### config.mk
export PLATFORM = sky130hd
export DESIGN_NAME = tcdm_xbar_top
export DESIGN_NICKNAME = d
export VERILOG_FILES = /design/src/hdl/tcdm_bus_pkg.sv /design/src/hdl/tcdm_addr_pkg.sv /design/src/hdl/tcdm_bank_if.sv /design/src/hdl/tcdm_xbar_top.sv /design/src/hdl/tcdm_resp_router.sv /design/src/hdl/tcdm_bank_pipe.sv /design/src/hdl/tcdm_req_router.sv /design/src/hdl/tcdm_arbiter.sv
export VERILOG_INCLUDE_DIRS = /design/src /design/src/hdl
export SDC_FILE = /design/constraint.sdc
export NUM_CORES = 1
export LEC_CHECK = 0
export BUFFER_PORTS_ARGS = -buffer_cell sky130_fd_sc_hd__buf_2
export CAP_MARGIN = 10
export CORE_AREA = 2 2 408 410
export DETAILED_ROUTE_END_ITERATION = 12
export DIE_AREA = 0 0 410 412
export GPL_TIMING_DRIVEN = 0
export HOLD_SLACK_MARGIN = 0.08
export PLACE_DENSITY_LB_ADDON = 0.2
export SETUP_SLACK_MARGIN = 0.4
export SYNTH_ARGS = -nofsm -noshare
export SYNTH_HDL_FRONTEND = slang
export SYNTH_SLANG_ARGS = --single-unit
### constraint.sdc
create_clock -name clk -period 10.8 [get_ports clk]
set_input_delay 3.24 -clock clk [delete_from_list [all_inputs] [get_ports clk]]
set_output_delay 3.24 -clock clk [all_outputs]
set_load 0.02 [all_outputs]
### src/hdl/tcdm_cfg.svh
// configuration of the TCDM crossbar
// N_BANK must stay a power of two, the bank field is taken straight
// from the address bits above the byte offset
// MEM_AW includes the region bit as its top bit
// SRAM_AW + 1 and SCM_AW + 1 must both fit in MEM_AW
`ifndef TCDM_CFG_SVH
`define TCDM_CFG_SVH

// bus geometry
`define TCDM_N_MASTER 4
`define TCDM_N_BANK   4
`define TCDM_DATA_W   32
`define TCDM_ADDR_W   32
`define TCDM_BE_W     (`TCDM_DATA_W/8)

// bank-local word address split
`define TCDM_MEM_AW   11
`define TCDM_SRAM_AW  10
`define TCDM_SCM_AW   8

`endif
### src/hdl/tcdm_bus_pkg.sv
// bus types shared by the crossbar blocks
// index widths follow the master and bank counts of the config header
`include "tcdm_cfg.svh"
`default_nettype none

package tcdm_bus_pkg;

  // which master issued a request
  typedef logic [$clog2(`TCDM_N_MASTER)-1:0] master_idx_t;

  // which bank a request goes to
  typedef logic [$clog2(`TCDM_N_BANK)-1:0] bank_idx_t;

  // payload
  typedef logic [`TCDM_DATA_W-1:0] data_t;
  typedef logic [`TCDM_BE_W-1:0]   be_t;

endpackage

`default_nettype wire

### src/hdl/tcdm_addr_pkg.sv
// address map of the crossbar
// byte offset 1:0, bank 3:2, bank-local word address 14:4
// bits above the word address are ignored, no range error is raised
`include "tcdm_cfg.svh"
`default_nettype none

package tcdm_addr_pkg;

  // field positions inside the master byte address
  localparam int unsigned TCDM_BANK_LSB = 2;
  localparam int unsigned TCDM_MEM_LSB  = 4;

  // region bit clear, SRAM word address below it
  typedef struct packed {
    logic                     region;
    logic [`TCDM_SRAM_AW-1:0] addr;
  } sram_view_t;

  // region bit set, gap bits unused, SCM word address at the bottom
  typedef struct packed {
    logic                                     region;
    logic [`TCDM_MEM_AW-`TCDM_SCM_AW-2:0]     unused;
    logic [`TCDM_SCM_AW-1:0]                  addr;
  } scm_view_t;

  // one bank-local word, decoded as SRAM or SCM by the region bit
  typedef union packed {
    logic [`TCDM_MEM_AW-1:0] word;
    sram_view_t              sram;
    scm_view_t               scm;
  } mem_addr_u;

endpackage

`default_nettype wire

### src/hdl/tcdm_bank_if.sv
// bank-side request and response bundles, one entry per bank
// wen follows the TCDM convention, 1 is a load and 0 a store
// responses have no ready, masters always take them
`include "tcdm_cfg.svh"
`default_nettype none

//////////////////////////////////////////////////
// request, router to bank pipe
//////////////////////////////////////////////////
interface tcdm_bank_req_if
  import tcdm_addr_pkg::*, tcdm_bus_pkg::*;
();

  logic        [`TCDM_N_BANK-1:0] req;
  // bank-local word address, region bit on top
  mem_addr_u   [`TCDM_N_BANK-1:0] addr;
  logic        [`TCDM_N_BANK-1:0] wen;
  data_t       [`TCDM_N_BANK-1:0] wdata;
  be_t         [`TCDM_N_BANK-1:0] be;
  // granted master, travels along to steer the response
  master_idx_t [`TCDM_N_BANK-1:0] id;

  modport router (output req, addr, wen, wdata, be, id);
  modport pipe   (input  req, addr, wen, wdata, be, id);

endinterface

//////////////////////////////////////////////////
// response, resp router back to the master side
//////////////////////////////////////////////////
interface tcdm_bank_resp_if
  import tcdm_bus_pkg::*;
();

  logic        [`TCDM_N_BANK-1:0] rvalid;
  data_t       [`TCDM_N_BANK-1:0] rdata;
  master_idx_t [`TCDM_N_BANK-1:0] id;

  modport resp   (output rvalid, rdata, id);
  modport router (input  rvalid, rdata, id);

endinterface

`default_nettype wire

### src/hdl/tcdm_xbar_top.sv
// TCDM crossbar, 4 masters on 4 word-interleaved banks
// each bank has an SRAM and an SCM port, picked by address bit 14
// memory req comes 1 cycle after the grant edge, r_valid 2 cycles after
// memories must answer 1 cycle after req and never stall
// data_wen 1 is a load, 0 a store, as on the memory ports
`include "tcdm_cfg.svh"
`default_nettype none

module tcdm_xbar_top
  import tcdm_bus_pkg::*;
(
  input  logic                                        clk,
  input  logic                                        arst_n_i,
  // master side
  input  logic [`TCDM_N_MASTER-1:0]                   data_req_i,
  input  logic [`TCDM_N_MASTER-1:0][`TCDM_ADDR_W-1:0] data_add_i,
  input  logic [`TCDM_N_MASTER-1:0]                   data_wen_i,
  input  logic [`TCDM_N_MASTER-1:0][`TCDM_DATA_W-1:0] data_wdata_i,
  input  logic [`TCDM_N_MASTER-1:0][`TCDM_BE_W-1:0]   data_be_i,
  output logic [`TCDM_N_MASTER-1:0]                   data_gnt_o,
  output logic [`TCDM_N_MASTER-1:0]                   data_r_valid_o,
  output logic [`TCDM_N_MASTER-1:0][`TCDM_DATA_W-1:0] data_r_rdata_o,
  // SRAM ports
  output logic [`TCDM_N_BANK-1:0]                     data_req_sram_o,
  output logic [`TCDM_N_BANK-1:0][`TCDM_SRAM_AW-1:0]  data_add_sram_o,
  output logic [`TCDM_N_BANK-1:0]                     data_wen_sram_o,
  output logic [`TCDM_N_BANK-1:0][`TCDM_DATA_W-1:0]   data_wdata_sram_o,
  output logic [`TCDM_N_BANK-1:0][`TCDM_BE_W-1:0]     data_be_sram_o,
  input  logic [`TCDM_N_BANK-1:0][`TCDM_DATA_W-1:0]   data_r_rdata_sram_i,
  // SCM ports
  output logic [`TCDM_N_BANK-1:0]                     data_req_scm_o,
  output logic [`TCDM_N_BANK-1:0][`TCDM_SCM_AW-1:0]   data_add_scm_o,
  output logic [`TCDM_N_BANK-1:0]                     data_wen_scm_o,
  output logic [`TCDM_N_BANK-1:0][`TCDM_DATA_W-1:0]   data_wdata_scm_o,
  output logic [`TCDM_N_BANK-1:0][`TCDM_BE_W-1:0]     data_be_scm_o,
  input  logic [`TCDM_N_BANK-1:0][`TCDM_DATA_W-1:0]   data_r_rdata_scm_i
);

  // arbiter <-> router
  logic [`TCDM_N_MASTER-1:0][`TCDM_N_BANK-1:0] bank_hit;
  logic [`TCDM_N_BANK-1:0]                     gnt_valid;
  master_idx_t [`TCDM_N_BANK-1:0]              gnt_idx;
  // request pipe -> response pipe
  logic [`TCDM_N_BANK-1:0]                     pipe_valid;
  master_idx_t [`TCDM_N_BANK-1:0]              pipe_id;
  logic [`TCDM_N_BANK-1:0]                     pipe_scm;

  tcdm_bank_req_if  bank_req ();
  tcdm_bank_resp_if bank_resp ();

  tcdm_arbiter arbiter_i (
    .clk         (clk),
    .arst_n_i    (arst_n_i),
    .bank_hit_i  (bank_hit),
    .gnt_o       (data_gnt_o),
    .gnt_valid_o (gnt_valid),
    .gnt_idx_o   (gnt_idx)
  );

  tcdm_req_router req_router_i (
    .req_i       (data_req_i),
    .addr_i      (data_add_i),
    .wen_i       (data_wen_i),
    .wdata_i     (data_wdata_i),
    .be_i        (data_be_i),
    .bank_hit_o  (bank_hit),
    .gnt_valid_i (gnt_valid),
    .gnt_idx_i   (gnt_idx),
    .bank_req    (bank_req),
    .bank_resp   (bank_resp),
    .r_valid_o   (data_r_valid_o),
    .r_rdata_o   (data_r_rdata_o)
  );

  tcdm_bank_pipe bank_pipe_i (
    .clk          (clk),
    .arst_n_i     (arst_n_i),
    .bank_req     (bank_req),
    .sram_req_o   (data_req_sram_o),
    .sram_addr_o  (data_add_sram_o),
    .sram_wen_o   (data_wen_sram_o),
    .sram_wdata_o (data_wdata_sram_o),
    .sram_be_o    (data_be_sram_o),
    .scm_req_o    (data_req_scm_o),
    .scm_addr_o   (data_add_scm_o),
    .scm_wen_o    (data_wen_scm_o),
    .scm_wdata_o  (data_wdata_scm_o),
    .scm_be_o     (data_be_scm_o),
    .pipe_valid_o (pipe_valid),
    .pipe_id_o    (pipe_id),
    .pipe_scm_o   (pipe_scm)
  );

  tcdm_resp_router resp_router_i (
    .clk          (clk),
    .arst_n_i     (arst_n_i),
    .pipe_valid_i (pipe_valid),
    .pipe_id_i    (pipe_id),
    .pipe_scm_i   (pipe_scm),
    .sram_rdata_i (data_r_rdata_sram_i),
    .scm_rdata_i  (data_r_rdata_scm_i),
    .bank_resp    (bank_resp)
  );

endmodule

`default_nettype wire

### src/hdl/tcdm_resp_router.sv
// response pipe stage per bank
// valid, id and region are flopped alongside the memory access,
// read data comes straight from the memories one cycle after their req
// stores get an rvalid too, their rdata is don't care
`include "tcdm_cfg.svh"
`default_nettype none

module tcdm_resp_router
  import tcdm_bus_pkg::*;
(
  input  logic                           clk,
  input  logic                           arst_n_i,
  input  logic [`TCDM_N_BANK-1:0]        pipe_valid_i,
  input  master_idx_t [`TCDM_N_BANK-1:0] pipe_id_i,
  input  logic [`TCDM_N_BANK-1:0]        pipe_scm_i,
  input  data_t [`TCDM_N_BANK-1:0]       sram_rdata_i,
  input  data_t [`TCDM_N_BANK-1:0]       scm_rdata_i,
  tcdm_bank_resp_if.resp                 bank_resp
);

  logic        [`TCDM_N_BANK-1:0] valid_q;
  master_idx_t [`TCDM_N_BANK-1:0] id_q;
  // 1 when the access went to SCM
  logic        [`TCDM_N_BANK-1:0] scm_q;

  always_ff @(posedge clk or negedge arst_n_i)
  begin
    if (!arst_n_i)
      valid_q <= '0;
    else
      valid_q <= pipe_valid_i;
  end

  // steering info, only meaningful while valid
  always_ff @(posedge clk)
  begin
    for (int b = 0; b < `TCDM_N_BANK; b++)
    begin
      if (pipe_valid_i[b])
      begin
        id_q[b]  <= pipe_id_i[b];
        scm_q[b] <= pipe_scm_i[b];
      end
    end
  end

  //////////////////////////////////////////////////
  // pick the memory that served the access
  //////////////////////////////////////////////////
  for (genvar b = 0; b < `TCDM_N_BANK; b++)
  begin : g_rdata
    assign bank_resp.rdata[b] = scm_q[b] ? scm_rdata_i[b] : sram_rdata_i[b];
  end

  assign bank_resp.rvalid = valid_q;
  assign bank_resp.id     = id_q;

endmodule

`default_nettype wire

### src/hdl/tcdm_bank_pipe.sv
// request pipe stage per bank, one cycle of latency
// the region bit routes the flopped request to SRAM or SCM
// wen, wdata and be go to both ports, only the req differs
// no back-pressure, a new request can be taken every cycle
`include "tcdm_cfg.svh"
`default_nettype none

module tcdm_bank_pipe
  import tcdm_addr_pkg::*, tcdm_bus_pkg::*;
(
  input  logic                                         clk,
  input  logic                                         arst_n_i,
  tcdm_bank_req_if.pipe                                bank_req,
  // SRAM side
  output logic [`TCDM_N_BANK-1:0]                      sram_req_o,
  output logic [`TCDM_N_BANK-1:0][`TCDM_SRAM_AW-1:0]   sram_addr_o,
  output logic [`TCDM_N_BANK-1:0]                      sram_wen_o,
  output data_t [`TCDM_N_BANK-1:0]                     sram_wdata_o,
  output be_t   [`TCDM_N_BANK-1:0]                     sram_be_o,
  // SCM side
  output logic [`TCDM_N_BANK-1:0]                      scm_req_o,
  output logic [`TCDM_N_BANK-1:0][`TCDM_SCM_AW-1:0]    scm_addr_o,
  output logic [`TCDM_N_BANK-1:0]                      scm_wen_o,
  output data_t [`TCDM_N_BANK-1:0]                     scm_wdata_o,
  output be_t   [`TCDM_N_BANK-1:0]                     scm_be_o,
  // towards the response stage
  output logic [`TCDM_N_BANK-1:0]                      pipe_valid_o,
  output master_idx_t [`TCDM_N_BANK-1:0]               pipe_id_o,
  output logic [`TCDM_N_BANK-1:0]                      pipe_scm_o
);

  logic        [`TCDM_N_BANK-1:0] req_q;
  mem_addr_u   [`TCDM_N_BANK-1:0] addr_q;
  logic        [`TCDM_N_BANK-1:0] wen_q;
  data_t       [`TCDM_N_BANK-1:0] wdata_q;
  be_t         [`TCDM_N_BANK-1:0] be_q;
  master_idx_t [`TCDM_N_BANK-1:0] id_q;

  // valid flag
  always_ff @(posedge clk or negedge arst_n_i)
  begin
    if (!arst_n_i)
      req_q <= '0;
    else
      req_q <= bank_req.req;
  end

  // payload, loaded only on a request
  always_ff @(posedge clk)
  begin
    for (int b = 0; b < `TCDM_N_BANK; b++)
    begin
      if (bank_req.req[b])
      begin
        addr_q[b]  <= bank_req.addr[b];
        wen_q[b]   <= bank_req.wen[b];
        wdata_q[b] <= bank_req.wdata[b];
        be_q[b]    <= bank_req.be[b];
        id_q[b]    <= bank_req.id[b];
      end
    end
  end

  //////////////////////////////////////////////////
  // region split, address from the matching view
  //////////////////////////////////////////////////
  for (genvar b = 0; b < `TCDM_N_BANK; b++)
  begin : g_split
    assign sram_req_o[b]   = req_q[b] && !addr_q[b].sram.region;
    assign sram_addr_o[b]  = addr_q[b].sram.addr;
    assign scm_req_o[b]    = req_q[b] && addr_q[b].scm.region;
    assign scm_addr_o[b]   = addr_q[b].scm.addr;
    assign pipe_scm_o[b]   = addr_q[b].scm.region;
  end

  assign sram_wen_o   = wen_q;
  assign sram_wdata_o = wdata_q;
  assign sram_be_o    = be_q;
  assign scm_wen_o    = wen_q;
  assign scm_wdata_o  = wdata_q;
  assign scm_be_o     = be_q;

  assign pipe_valid_o = req_q;
  assign pipe_id_o    = id_q;

endmodule

`default_nettype wire

### src/hdl/tcdm_req_router.sv
// address decode, request mux and response scatter
// fully combinational, the arbiter picks the master per bank
// byte offset and address bits above the map are dropped here
`include "tcdm_cfg.svh"
`default_nettype none

module tcdm_req_router
  import tcdm_addr_pkg::*, tcdm_bus_pkg::*;
(
  input  logic [`TCDM_N_MASTER-1:0]                   req_i,
  input  logic [`TCDM_N_MASTER-1:0][`TCDM_ADDR_W-1:0] addr_i,
  input  logic [`TCDM_N_MASTER-1:0]                   wen_i,
  input  data_t [`TCDM_N_MASTER-1:0]                  wdata_i,
  input  be_t   [`TCDM_N_MASTER-1:0]                  be_i,
  output logic [`TCDM_N_MASTER-1:0][`TCDM_N_BANK-1:0] bank_hit_o,
  input  logic [`TCDM_N_BANK-1:0]                     gnt_valid_i,
  input  master_idx_t [`TCDM_N_BANK-1:0]              gnt_idx_i,
  tcdm_bank_req_if.router                             bank_req,
  tcdm_bank_resp_if.router                            bank_resp,
  output logic [`TCDM_N_MASTER-1:0]                   r_valid_o,
  output data_t [`TCDM_N_MASTER-1:0]                  r_rdata_o
);

  bank_idx_t [`TCDM_N_MASTER-1:0] bank_sel;
  mem_addr_u [`TCDM_N_MASTER-1:0] mem_addr;

  // bank field and bank-local word of every master
  always_comb
  begin
    for (int m = 0; m < `TCDM_N_MASTER; m++)
    begin
      bank_sel[m]      = bank_idx_t'(addr_i[m] >> TCDM_BANK_LSB);
      mem_addr[m].word = addr_i[m][TCDM_MEM_LSB +: `TCDM_MEM_AW];
      for (int b = 0; b < `TCDM_N_BANK; b++)
        bank_hit_o[m][b] = req_i[m] && (bank_sel[m] == bank_idx_t'(b));
    end
  end

  //////////////////////////////////////////////////
  // granted master onto each bank
  //////////////////////////////////////////////////
  for (genvar b = 0; b < `TCDM_N_BANK; b++)
  begin : g_bank_mux
    assign bank_req.req[b]   = gnt_valid_i[b];
    assign bank_req.addr[b]  = mem_addr[gnt_idx_i[b]];
    assign bank_req.wen[b]   = wen_i[gnt_idx_i[b]];
    assign bank_req.wdata[b] = wdata_i[gnt_idx_i[b]];
    assign bank_req.be[b]    = be_i[gnt_idx_i[b]];
    assign bank_req.id[b]    = gnt_idx_i[b];
  end

  // response back to the issuing master
  // at most one bank answers a given master per cycle
  always_comb
  begin
    r_valid_o = '0;
    r_rdata_o = '0;
    for (int b = 0; b < `TCDM_N_BANK; b++)
    begin
      if (bank_resp.rvalid[b])
      begin
        r_valid_o[bank_resp.id[b]] = 1'b1;
        r_rdata_o[bank_resp.id[b]] = bank_resp.rdata[b];
      end
    end
  end

endmodule

`default_nettype wire

### src/hdl/tcdm_arbiter.sv
// round-robin grant per bank
// grant is combinational on bank_hit, only the pointers are flopped
// a master hits at most one bank per cycle, so gnt_o is a plain OR
`include "tcdm_cfg.svh"
`default_nettype none

module tcdm_arbiter
  import tcdm_bus_pkg::*;
(
  input  logic                                        clk,
  input  logic                                        arst_n_i,
  // active requests, [master][bank]
  input  logic [`TCDM_N_MASTER-1:0][`TCDM_N_BANK-1:0] bank_hit_i,
  output logic [`TCDM_N_MASTER-1:0]                   gnt_o,
  output logic [`TCDM_N_BANK-1:0]                     gnt_valid_o,
  output master_idx_t [`TCDM_N_BANK-1:0]              gnt_idx_o
);

  // next master to favour, per bank
  master_idx_t [`TCDM_N_BANK-1:0] ptr_q;
  logic        [`TCDM_N_BANK-1:0] gnt_valid;
  master_idx_t [`TCDM_N_BANK-1:0] gnt_idx;

  //////////////////////////////////////////////////
  // priority search starting at the pointer
  //////////////////////////////////////////////////
  always_comb
  begin
    master_idx_t cand;
    cand = '0;
    for (int b = 0; b < `TCDM_N_BANK; b++)
    begin
      gnt_valid[b] = 1'b0;
      gnt_idx[b]   = '0;
      // walk downwards so the candidate closest to the pointer wins
      for (int k = `TCDM_N_MASTER - 1; k >= 0; k--)
      begin
        cand = ptr_q[b] + master_idx_t'(k);
        if (bank_hit_i[cand][b])
        begin
          gnt_valid[b] = 1'b1;
          gnt_idx[b]   = cand;
        end
      end
    end
  end

  // fold bank grants back onto the masters
  always_comb
  begin
    gnt_o = '0;
    for (int b = 0; b < `TCDM_N_BANK; b++)
    begin
      if (gnt_valid[b])
        gnt_o[gnt_idx[b]] = 1'b1;
    end
  end

  assign gnt_valid_o = gnt_valid;
  assign gnt_idx_o   = gnt_idx;

  // pointer moves one past the winner at the grant edge
  always_ff @(posedge clk or negedge arst_n_i)
  begin
    if (!arst_n_i)
      ptr_q <= '0;
    else
    begin
      for (int b = 0; b < `TCDM_N_BANK; b++)
      begin
        if (gnt_valid[b])
          ptr_q[b] <= gnt_idx[b] + master_idx_t'(1);
      end
    end
  end

endmodule

`default_nettype wire

# --- After elaboration in Yosys (flattened, before gate mapping) ---
# Index checks and enable logic that the tools add are counted.
totals:
  ff_bits: 228
  input_bits: 538
  output_inout_bits: 512
  wordCells: 280
classes:
  n_eq_ne: 12
  add_sub_neg: 16
  n_mux: 139
  reduce_logical: 40
  magnitude_cmp: 32
  bitwise_logic: 7
ops:
  columns: ["op", "count"]
  rows:
  - ["two-way mux 128 bit", 4]
  - ["bitwise mux 128 bit", 3]
  - ["two-way mux 32 bit", 12]
  - ["binary-select mux 32 bit (select 2 bit)", 4]
  - ["demux 32 bit (select 2 bit)", 4]
  - ["binary-select mux 4 bit (select 2 bit)", 20]
  - ["bitwise AND 128 bit", 1]
  - ["binary-select mux 11 bit (select 2 bit)", 4]
  - ["less-than comparator 2 x 3 -> 1 bit, second input constant", 24]
  - ["two-way mux 4 bit", 16]
  - ["two-way mux 11 bit", 4]
  - ["two-way mux 2 bit", 20]
  - ["logical AND 1 bit", 32]
  - ["two-way mux 1 bit", 32]
  - ["bitwise OR 4 bit", 6]
  - ["adder 2 x 1 -> 2 bit, second input constant", 8]
  - ["adder 2 bit, second input constant", 8]
  - ["demux 1 bit (select 2 bit)", 8]
  - ["equality test 2 bit, second input constant", 8]
  - ["greater-or-equal comparator 2 x 1 -> 1 bit, second input constant", 8]
  - ["two-way mux 3 bit", 4]
  - ["binary-select mux 1 bit (select 2 bit)", 4]
  - ["equality test 2 x 1 -> 1 bit, second input constant", 4]
  - ["logical NOT 2 bit", 4]
  - ["logical NOT 1 bit", 4]

# --- Longest topological paths before layout ---
# Gate-level depths: netlist of run 1.
depth:
  word_depth: 19
  mapped_depth: 10
  ltp_nobuf: 7

# --- Cells and area by module ---
# A second synthesis of run 1 with hierarchy kept.
unflattened:
  cells_unflattened: 1697
  area_unflattened_um2: 21196.6
by_module_without_submodules:
  columns: ["mod", "instances", "cells_per_inst", "area_each_um2"]
  rows:
  - ["tcdm_req_router", 1, 1026, 10073.4]
  - ["tcdm_bank_pipe", 1, 392, 7507.2]
  - ["tcdm_resp_router", 1, 160, 2637.5]
  - ["tcdm_arbiter", 1, 119, 978.4]

# --- Worst setup path after synthesis of run 1 ---
# No wires, ideal clock.
synth_timing:
  path_type: "input to output"
  from: "input port data_add_i[3] in the netlist's numbering"
  to: "output port data_gnt_o[0]"
  slack_ns: 0.881
  stages: 5
  arrival_ns: 6.679
  path_buffers: 1
  path_cell_list: "buf_4 > nand2_1 > o211ai_1 > a22oi_1 > o211ai_1"
synth_via:
  elab_cells_between_ends: 99
  classes_between: "order compare: 8; eq/ne: 3; mux: 76; bitwise: 3; reduce/logical: 9"
synth_lines:
  columns: ["element", "line_no", "text"]
  rows:
  - ["start: declaration", "tcdm_xbar_top.sv:16", "input logic [`TCDM_N_MASTER-1:0][`TCDM_ADDR_W-1:0] data_add_i,"]
  - ["equality test 2 bit (*)", "tcdm_req_router.sv:35", "bank_hit_o[m][b] = req_i[m] && (bank_sel[m] == bank_idx_t'(b));"]
  - ["logical AND 1 bit (*)", "tcdm_req_router.sv:35", null]
  - ["binary-select mux 4 bit (select 2 bit)", "tcdm_arbiter.sv:39", "if (bank_hit_i[cand][b])"]
  - ["two-way mux 3 bit (implied by the code)", "tcdm_arbiter.sv:39", null]
  - ["two-way mux 1 bit (3 in series)", "tcdm_arbiter.sv:39", null]
  - ["two-way mux 1 bit (*)", "tcdm_arbiter.sv:39", null]
  - ["via arbiter_i.gnt_valid_o[2]", "tcdm_arbiter.sv:15", "output logic [`TCDM_N_BANK-1:0] gnt_valid_o,"]
  - ["two-way mux 4 bit (*)", "tcdm_arbiter.sv:54", "if (gnt_valid[b])"]
  - ["bitwise OR 4 bit (no source line)", null, null]
  - ["two-way mux 4 bit (*)", "tcdm_arbiter.sv:54", null]
  - ["end: declaration", "tcdm_xbar_top.sv:20", "output logic [`TCDM_N_MASTER-1:0] data_gnt_o,"]
# The timed path passes the listed nets; every way through them passes the cells marked *. The select of a mux whose other input is x is not followed.

==> flow_summary.json, run 1 <==
{
  "outcome": "finished clean",
  "met3_usage_pct": 4.73,
  "worst_ir_drop_vdd_v": 0.0000968,
  "synth_enable_flop_cells": 212,
  "vias_per_cell": 4.47,
  "required_ns": 7.56,
  "clkSlewWorstSetupHoldPaths_ns": 0.05,
  "place_ws_ns": 1.14,
  "syn_area_um2": 19300,
  "cts-resized-gates": 0,
  "yosysWarnings": 0,
  "nets": 3990,
  "clock-root-buffer": "clkbuf_16",
  "drt_wl_total_mm": 170,
  "synthFlopType": "edfxtp_1",
  "synth_area_leaders": "edfxtp_1, nand2_1, a32oi_1",
  "gp_congestion": 0.926,
  "cts_tree": "done",
  "die_width_um": 410,
  "cp-start-kind": "input port",
  "antenna_found_initial": 88,
  "fin_crit_sh_pct": 87.8,
  "grt.overflow.total": 0,
  "cp-end-kind": "output pin",
  "grt.met2_usage_pct": 34.1,
  "core_area_um2": 164000,
  "rsz0062_at_grt": "false",
  "synthCells": 2412,
  "die-area_um2": 169000,
  "postRouteAntennaNets": 0,
  "ys_top_cells_by_count": "nand2_1, edfxtp_1, a21oi_1",
  "holdBufCountCts": 0,
  "cts_sinks": 228,
  "wire_per_inst_um": 29.9,
  "syn_avg_cell_area_um2": 8.01,
  "ioPinCount": 1050,
  "num-fill-cells": 18818,
  "grtUsageMet1_pct": 20.9,
  "synth_top_area_cell": "edfxtp_1",
  "seq_area_um2": 6770,
  "period_needed_ns": 9.48,
  "drtIter0Drc": 2253,
  "placedInstanceArea_um2": 27300,
  "slew_headroom_pct": 17.8,
  "worstMarginPinSlew_ns": 1.23,
  "postSynth.asyncResetShare_pct": 7.02,
  "start_util_pct": 11.8,
  "grt_pass1_vias": 24534,
  "fin_ws_ns": 1.32,
  "dr.pass1.iters": 5,
  "top_usage_layer": "met2",
  "grt.total_usage_pct": 18.9,
  "critical_path_arrival_ns": 6.24,
  "clockBufferDepth": 3,
  "synth_seq_cells": 228,
  "cts_buffers": 34,
  "maxCapViolCount": 0,
  "cellPowerDensity_nw_per_um2": 150,
  "final_max_slew_viol_count": 0,
  "synth_top_area_share_pct": 33.0,
  "num_vias": 25364,
  "yosysMostFrequentCell": "nand2_1",
  "htree_num_levels": 2,
  "setup_viol": 0,
  "hold_class": "flop to flop",
  "path_class": "input port to output pin",
  "hold_violations": 0,
  "portBuffers": 973,
  "synth_cell_types": 48,
  "cellLeakagePower_nw": 12.2,
  "hpwl_mm": 137,
  "ys_seq_area_share_pct": 35.0,
  "post-route-util_pct": 17.2,
  "crit_fanout": 12,
  "clock_latency_ns": 0.58,
  "synthToLayoutAreaGrowth_pct": 46.6,
  "fp.dieH_um": 412,
  "fin_skew_ns": 0.0470,
  "drive_gt1_share_pct": 38.2,
  "stdcell_area_um2": 28300,
  "fmax_mhz": 105,
  "rows": 149,
  "post_cts.repair.setup_buffers": 0,
  "grt_max_degree": 34,
  "setup_tns_ns": 0,
  "synth_nets": 2958,
  "drc": 0,
  "multi_input_area_um2": 10100,
  "grt_pass1_wl_mm": 221
}
[power breakdown]
group	internal, mW	leakage, nW	switching (mW)
logic	0.608	9.48	1.33
registers	1.12	2.24	0.109
clock network	0.581	0.479	0.486
total	2.31	12.2	1.93
[final cells by class]
type,count,area share [%]
antenna,17,0.150
buffer,405,8.53
clock buffer,42,3.11
clock inverter,17,0.371
inverter,16,0.212
multi-input combinational,1763,35.7
sequential,228,23.9
tap,2189,9.68
timing repair buffer,996,18.4
[critical path, cell delays in order]
cell	delay (ns)
buf_2	0.11
buf_2	0.22
nand4b_1	0.17
a211oi_1	0.12
nor3_4	0.44
clkbuf_1	0.96
inv_1	0.17
ha_1	0.24
a22oi_1	0.19
o211ai_1	0.14
buf_2	0.22
[per-layer routing]
| metal | wire length, µm | share of wire [%] |
|---|---|---|
| met5 | 345 | 0.20 |
| met4 | 8660 | 5.1 |
| met1 | 62100 | 37 |
| met3 | 13600 | 8.0 |
| met2 | 85000 | 50 |
[placed cells by master (no fill, tap or decap), types with 5 or more instances in the layout]
cell type / synthesis / routed
nand3b_1: 10 / 10
nand2_1: 714 / 714
diode_2: 0 / 17
buf_8: 0 / 8
nand4_1: 5 / 5
o221ai_1: 34 / 34
buf_4: 186 / 193
ha_1: 8 / 8
nand3_1: 47 / 46
nor2b_1: 7 / 7
edfxtp_1: 212 / 212
clkbuf_16: 0 / 34
o22ai_1: 97 / 97
o21ai_0: 137 / 137
dfrtp_1: 16 / 16
a32oi_1: 193 / 193
and3_1: 5 / 5
buf_1: 20 / 18
nor2_1: 15 / 15
buf_6: 15 / 19
mux2i_1: 128 / 128
a22oi_1: 6 / 6
o211ai_1: 102 / 102
clkinv_1: 0 / 7
clkbuf_1: 121 / 128
and3b_1: 6 / 6
buf_2: 63 / 1038
a21oi_1: 204 / 204
inv_1: 12 / 12
[cell families (layout without fill, tap and decap cells)]
kind of cell	after synthesis	in the layout	share of synthesized area, %
AND/OR/NAND/NOR	839	839	17.9
flip-flops	228	228	35.0
AO/OA/AOI/OAI	788	788	27.1
multiplexers	128	128	6.63
other	0	17	0
buffers and inverters	421	1476	12.8
adder cells (fa/ha/maj)	8	8	0.518
[per-stage QoR]
stage               instances  power [mW]  hold slack (ns)
floorplan                2412        2.23            0.400
global placement         5574        3.19            0.411
detailed placement       5597        3.19            0.405
CTS                      5656        4.29            0.421
global route             5664        4.41            0.431
finish                   5673        4.24            0.415
[flip-flops by register name, summed over array words and instances, names as in the netlist]
signal                          flops
bank_pipe_i.scm_wdata_o           128
bank_pipe_i.scm_addr_o             32
bank_pipe_i.scm_be_o               16
arbiter_i.ptr_q                     8
bank_pipe_i.pipe_id_o               8
bank_pipe_i.sram_addr_o             8
resp_router_i.bank_resp.id          8
bank_pipe_i.pipe_scm_o              4
bank_pipe_i.pipe_valid_o            4
bank_pipe_i.scm_wen_o               4
resp_router_i.bank_resp.rvalid      4
resp_router_i.scm_q                 4
[worst paths after layout]
| path | depth (start not counted) | from | to | slack (ns) |
|---|---|---|---|---|
| worst max-delay path | 11 | data_add_i[2] | data_gnt_o[0] | 1.32 |
| worst min-delay path | 0 | bank_pipe_i.pipe_id_o[4]$_DFFE_PN_ | resp_router_i.bank_resp.id[4]$_DFFE_PP_ | 0.42 |
| worst max register to register | 6 | arbiter_i.ptr_q[0]$_DFFE_PN0P_ | bank_pipe_i.scm_addr_o[1]$_DFFE_PP_ | 7.51 |
| worst min register to register | 0 | bank_pipe_i.pipe_id_o[4]$_DFFE_PN_ | resp_router_i.bank_resp.id[4]$_DFFE_PP_ | 0.42 |
| max in group asynchronous | 1 | arst_n_i | arbiter_i.ptr_q[5]$_DFFE_PN0N_ | 7.79 |
| min in group asynchronous | 1 | arst_n_i | arbiter_i.ptr_q[4]$_DFFE_PN0N_ | 2.65 |
No activity file was read; power rests on OpenSTA's default activity.
==> run 2, diff against run 1 <==
--- a/config.mk
+++ b/config.mk
@@ -8,9 +8,9 @@
 export LEC_CHECK = 0
 export BUFFER_PORTS_ARGS = -buffer_cell sky130_fd_sc_hd__buf_2
 export CAP_MARGIN = 10
-export CORE_AREA = 2 2 408 410
+export CORE_AREA = 2 2 412 414
 export DETAILED_ROUTE_END_ITERATION = 12
-export DIE_AREA = 0 0 410 412
+export DIE_AREA = 0 0 414 416
 export GPL_TIMING_DRIVEN = 0
 export HOLD_SLACK_MARGIN = 0.08
 export PLACE_DENSITY_LB_ADDON = 0.2
==> run 2 against run 1 <==
  * Die area rose by 2.0%
  * First-iteration DRC count rose by 9.4%
  * Register-to-register slack improved by 0.18 ns
  * Sequential cell count did not move
  * Critical endpoint is now data_gnt_o[2]
  * Worst setup slack improved by 0.24 ns
  * Hold slack improved by 0.0047 ns
  * Power rose by 2.4%
  * Global-route usage fell by 0.27 points
  * Combinational power barely moved
==> flow_summary.json, run 2 (synthesized netlist as in run 1, its figures left out) <==
{
  "worst_ir_drop_vdd_v": 0.0000978,
  "period_needed_ns": 9.24,
  "cp-start-kind": "input port",
  "clock-root-buffer": "clkbuf_16",
  "gp_congestion": 0.917,
  "placedInstanceArea_um2": 27300,
  "vias_per_cell": 4.47,
  "crit_fanout": 11,
  "portBuffers": 973,
  "fp.dieH_um": 416,
  "slew_headroom_pct": 28.5,
  "final_common_cell": "buf_2",
  "clkSlewWorstSetupHoldPaths_ns": 0.06,
  "die_width_um": 414,
  "crit_slowest_cell": "buf_2",
  "num-fill-cells": 19347,
  "dp.cells": 5626,
  "drtIter0Drc": 2465,
  "post_cts.repair.setup_buffers": 0,
  "cellLeakagePower_nw": 12.3,
  "cts-resized-gates": 0,
  "htree_num_levels": 2,
  "largest_reg_flops": 128,
  "setup_viol": 0,
  "grt.overflow.total": 0,
  "hold_violations": 0,
  "die-area_um2": 172000,
  "postRouteAntennaNets": 0,
  "critical_path_arrival_ns": 6.00,
  "multi_input_area_um2": 10100,
  "cts_buffers": 34,
  "nets": 3990,
  "grt_pass1_wl_mm": 224,
  "core_area_um2": 168000,
  "outcome": "finished clean",
  "cts_sinks": 228,
  "fin_skew_ns": 0.0495,
  "maxCapViolCount": 0,
  "holdBufCountCts": 0,
  "ioPinCount": 1050,
  "dr.pass1.iters": 6,
  "stdcell_area_um2": 28500,
  "final_max_slew_viol_count": 0,
  "hold_class": "flop to flop",
  "slowest_delay_ns": 0.54,
  "clock_latency_ns": 0.59,
  "fmax_mhz": 108,
  "clockBufferDepth": 3,
  "most-common-layout-cells": "buf_2, nand2_1, edfxtp_1",
  "rows": 151,
  "critPathTopFamily": "buffers and inverters",
  "synthToLayoutAreaGrowth_pct": 47.6,
  "cts_tree": "done",
  "required_ns": 7.56,
  "hpwl_mm": 136,
  "path_class": "input port to output pin",
  "num_vias": 25569,
  "rsz0062_at_grt": "false",
  "drc": 0,
  "fin_crit_sh_pct": 85.5,
  "seq_area_um2": 6770,
  "total_power_mw": 4.34,
  "crit_top_cell": "buf_2",
  "start_util_pct": 11.5,
  "final_cells": 5717,
  "wire_per_inst_um": 29.7,
  "grt_pass1_vias": 24615,
  "cp-end-kind": "output pin",
  "cellPowerDensity_nw_per_um2": 152,
  "crit_buf_inv": 5,
  "grt.total_usage_pct": 18.7,
  "grt_max_degree": 36,
  "antenna_found_initial": 95,
  "drt_wl_total_mm": 170,
  "worstMarginPinSlew_ns": 1.07,
  "drive_gt1_share_pct": 38.3,
  "path_cells": "buf_2 -> nand3b_1 -> or3_1 -> and3_1 -> buf_2 -> inv_2 -> buf_2 -> ha_1 -> a22oi_1 -> o211ai_1 -> buf_2"
}
==> run 2: changes by cell type in the layout (fill, tap and decap cells not counted), moves of 2 or more <==
| cell | before | now |
|---|---|---|
| clkbuf_1 | 128 | 123 |
| inv_6 | 0 | 2 |
| clkinv_4 | 4 | 2 |
| buf_6 | 19 | 15 |
| buf_4 | 193 | 196 |
| diode_2 | 17 | 30 |
| bufinv_16 | 0 | 3 |
==> run 2: report_power, final <==
| group | switching (mW) | internal [mW] |
|---|---|---|
| sequential | 0.125 | 1.12 |
| clock | 0.497 | 0.669 |
| combinational | 1.32 | 0.608 |
==> run 2: worst paths after layout <==
kind	depth (start not counted)	slack (ns)	end	startpoint
worst max register to register	7	7.69	bank_pipe_i.scm_wdata_o[1]$_DFFE_PP_	arbiter_i.ptr_q[0]$_DFFE_PN0P_
worst min register to register	0	0.42	resp_router_i.bank_resp.id[4]$_DFFE_PP_	bank_pipe_i.pipe_id_o[4]$_DFFE_PN_
min in group asynchronous	1	2.67	bank_pipe_i.pipe_valid_o[2]$_DFF_PN0_	arst_n_i
worst max-delay path	11	1.56	data_gnt_o[2]	data_add_i[66]
max in group asynchronous	1	7.77	arbiter_i.ptr_q[5]$_DFFE_PN0N_	arst_n_i
worst min-delay path	0	0.42	resp_router_i.bank_resp.id[4]$_DFFE_PP_	bank_pipe_i.pipe_id_o[4]$_DFFE_PN_
==> run 2: per-layer routing <==
metal  vias up  track usage (%)  wire (µm)
met2      1533             34.4      86800
met1     12690             20.7      62300
met5         -                0        314
li1      10913                -          -
met3       379             4.42      12700
met4        54             7.02       7560
==> run 2: per-stage QoR <==
step                      setup TNS [ns]  util, %  worst slack, ns  hold slack (ns)
final                                  0     17.0             1.56            0.420
after global routing                   0     16.9             1.46            0.429
after CTS                              0     16.9             1.50            0.428
after detailed placement               0     16.2             1.51            0.406
after global placement            -24.39     16.0            -4.50            0.408
after floorplan                        0        -            0.881            0.400
==> run 2: final cells by class <==
class,instances,area share [%]
multi-input cells,1763,35.5
plain buffers,405,8.46
clock buffers,38,3.11
inverters,16,0.211
well taps,2218,9.74
repair buffers,996,18.2
diodes,30,0.263
flip-flops and latches,228,23.7
clock inverters,23,0.781
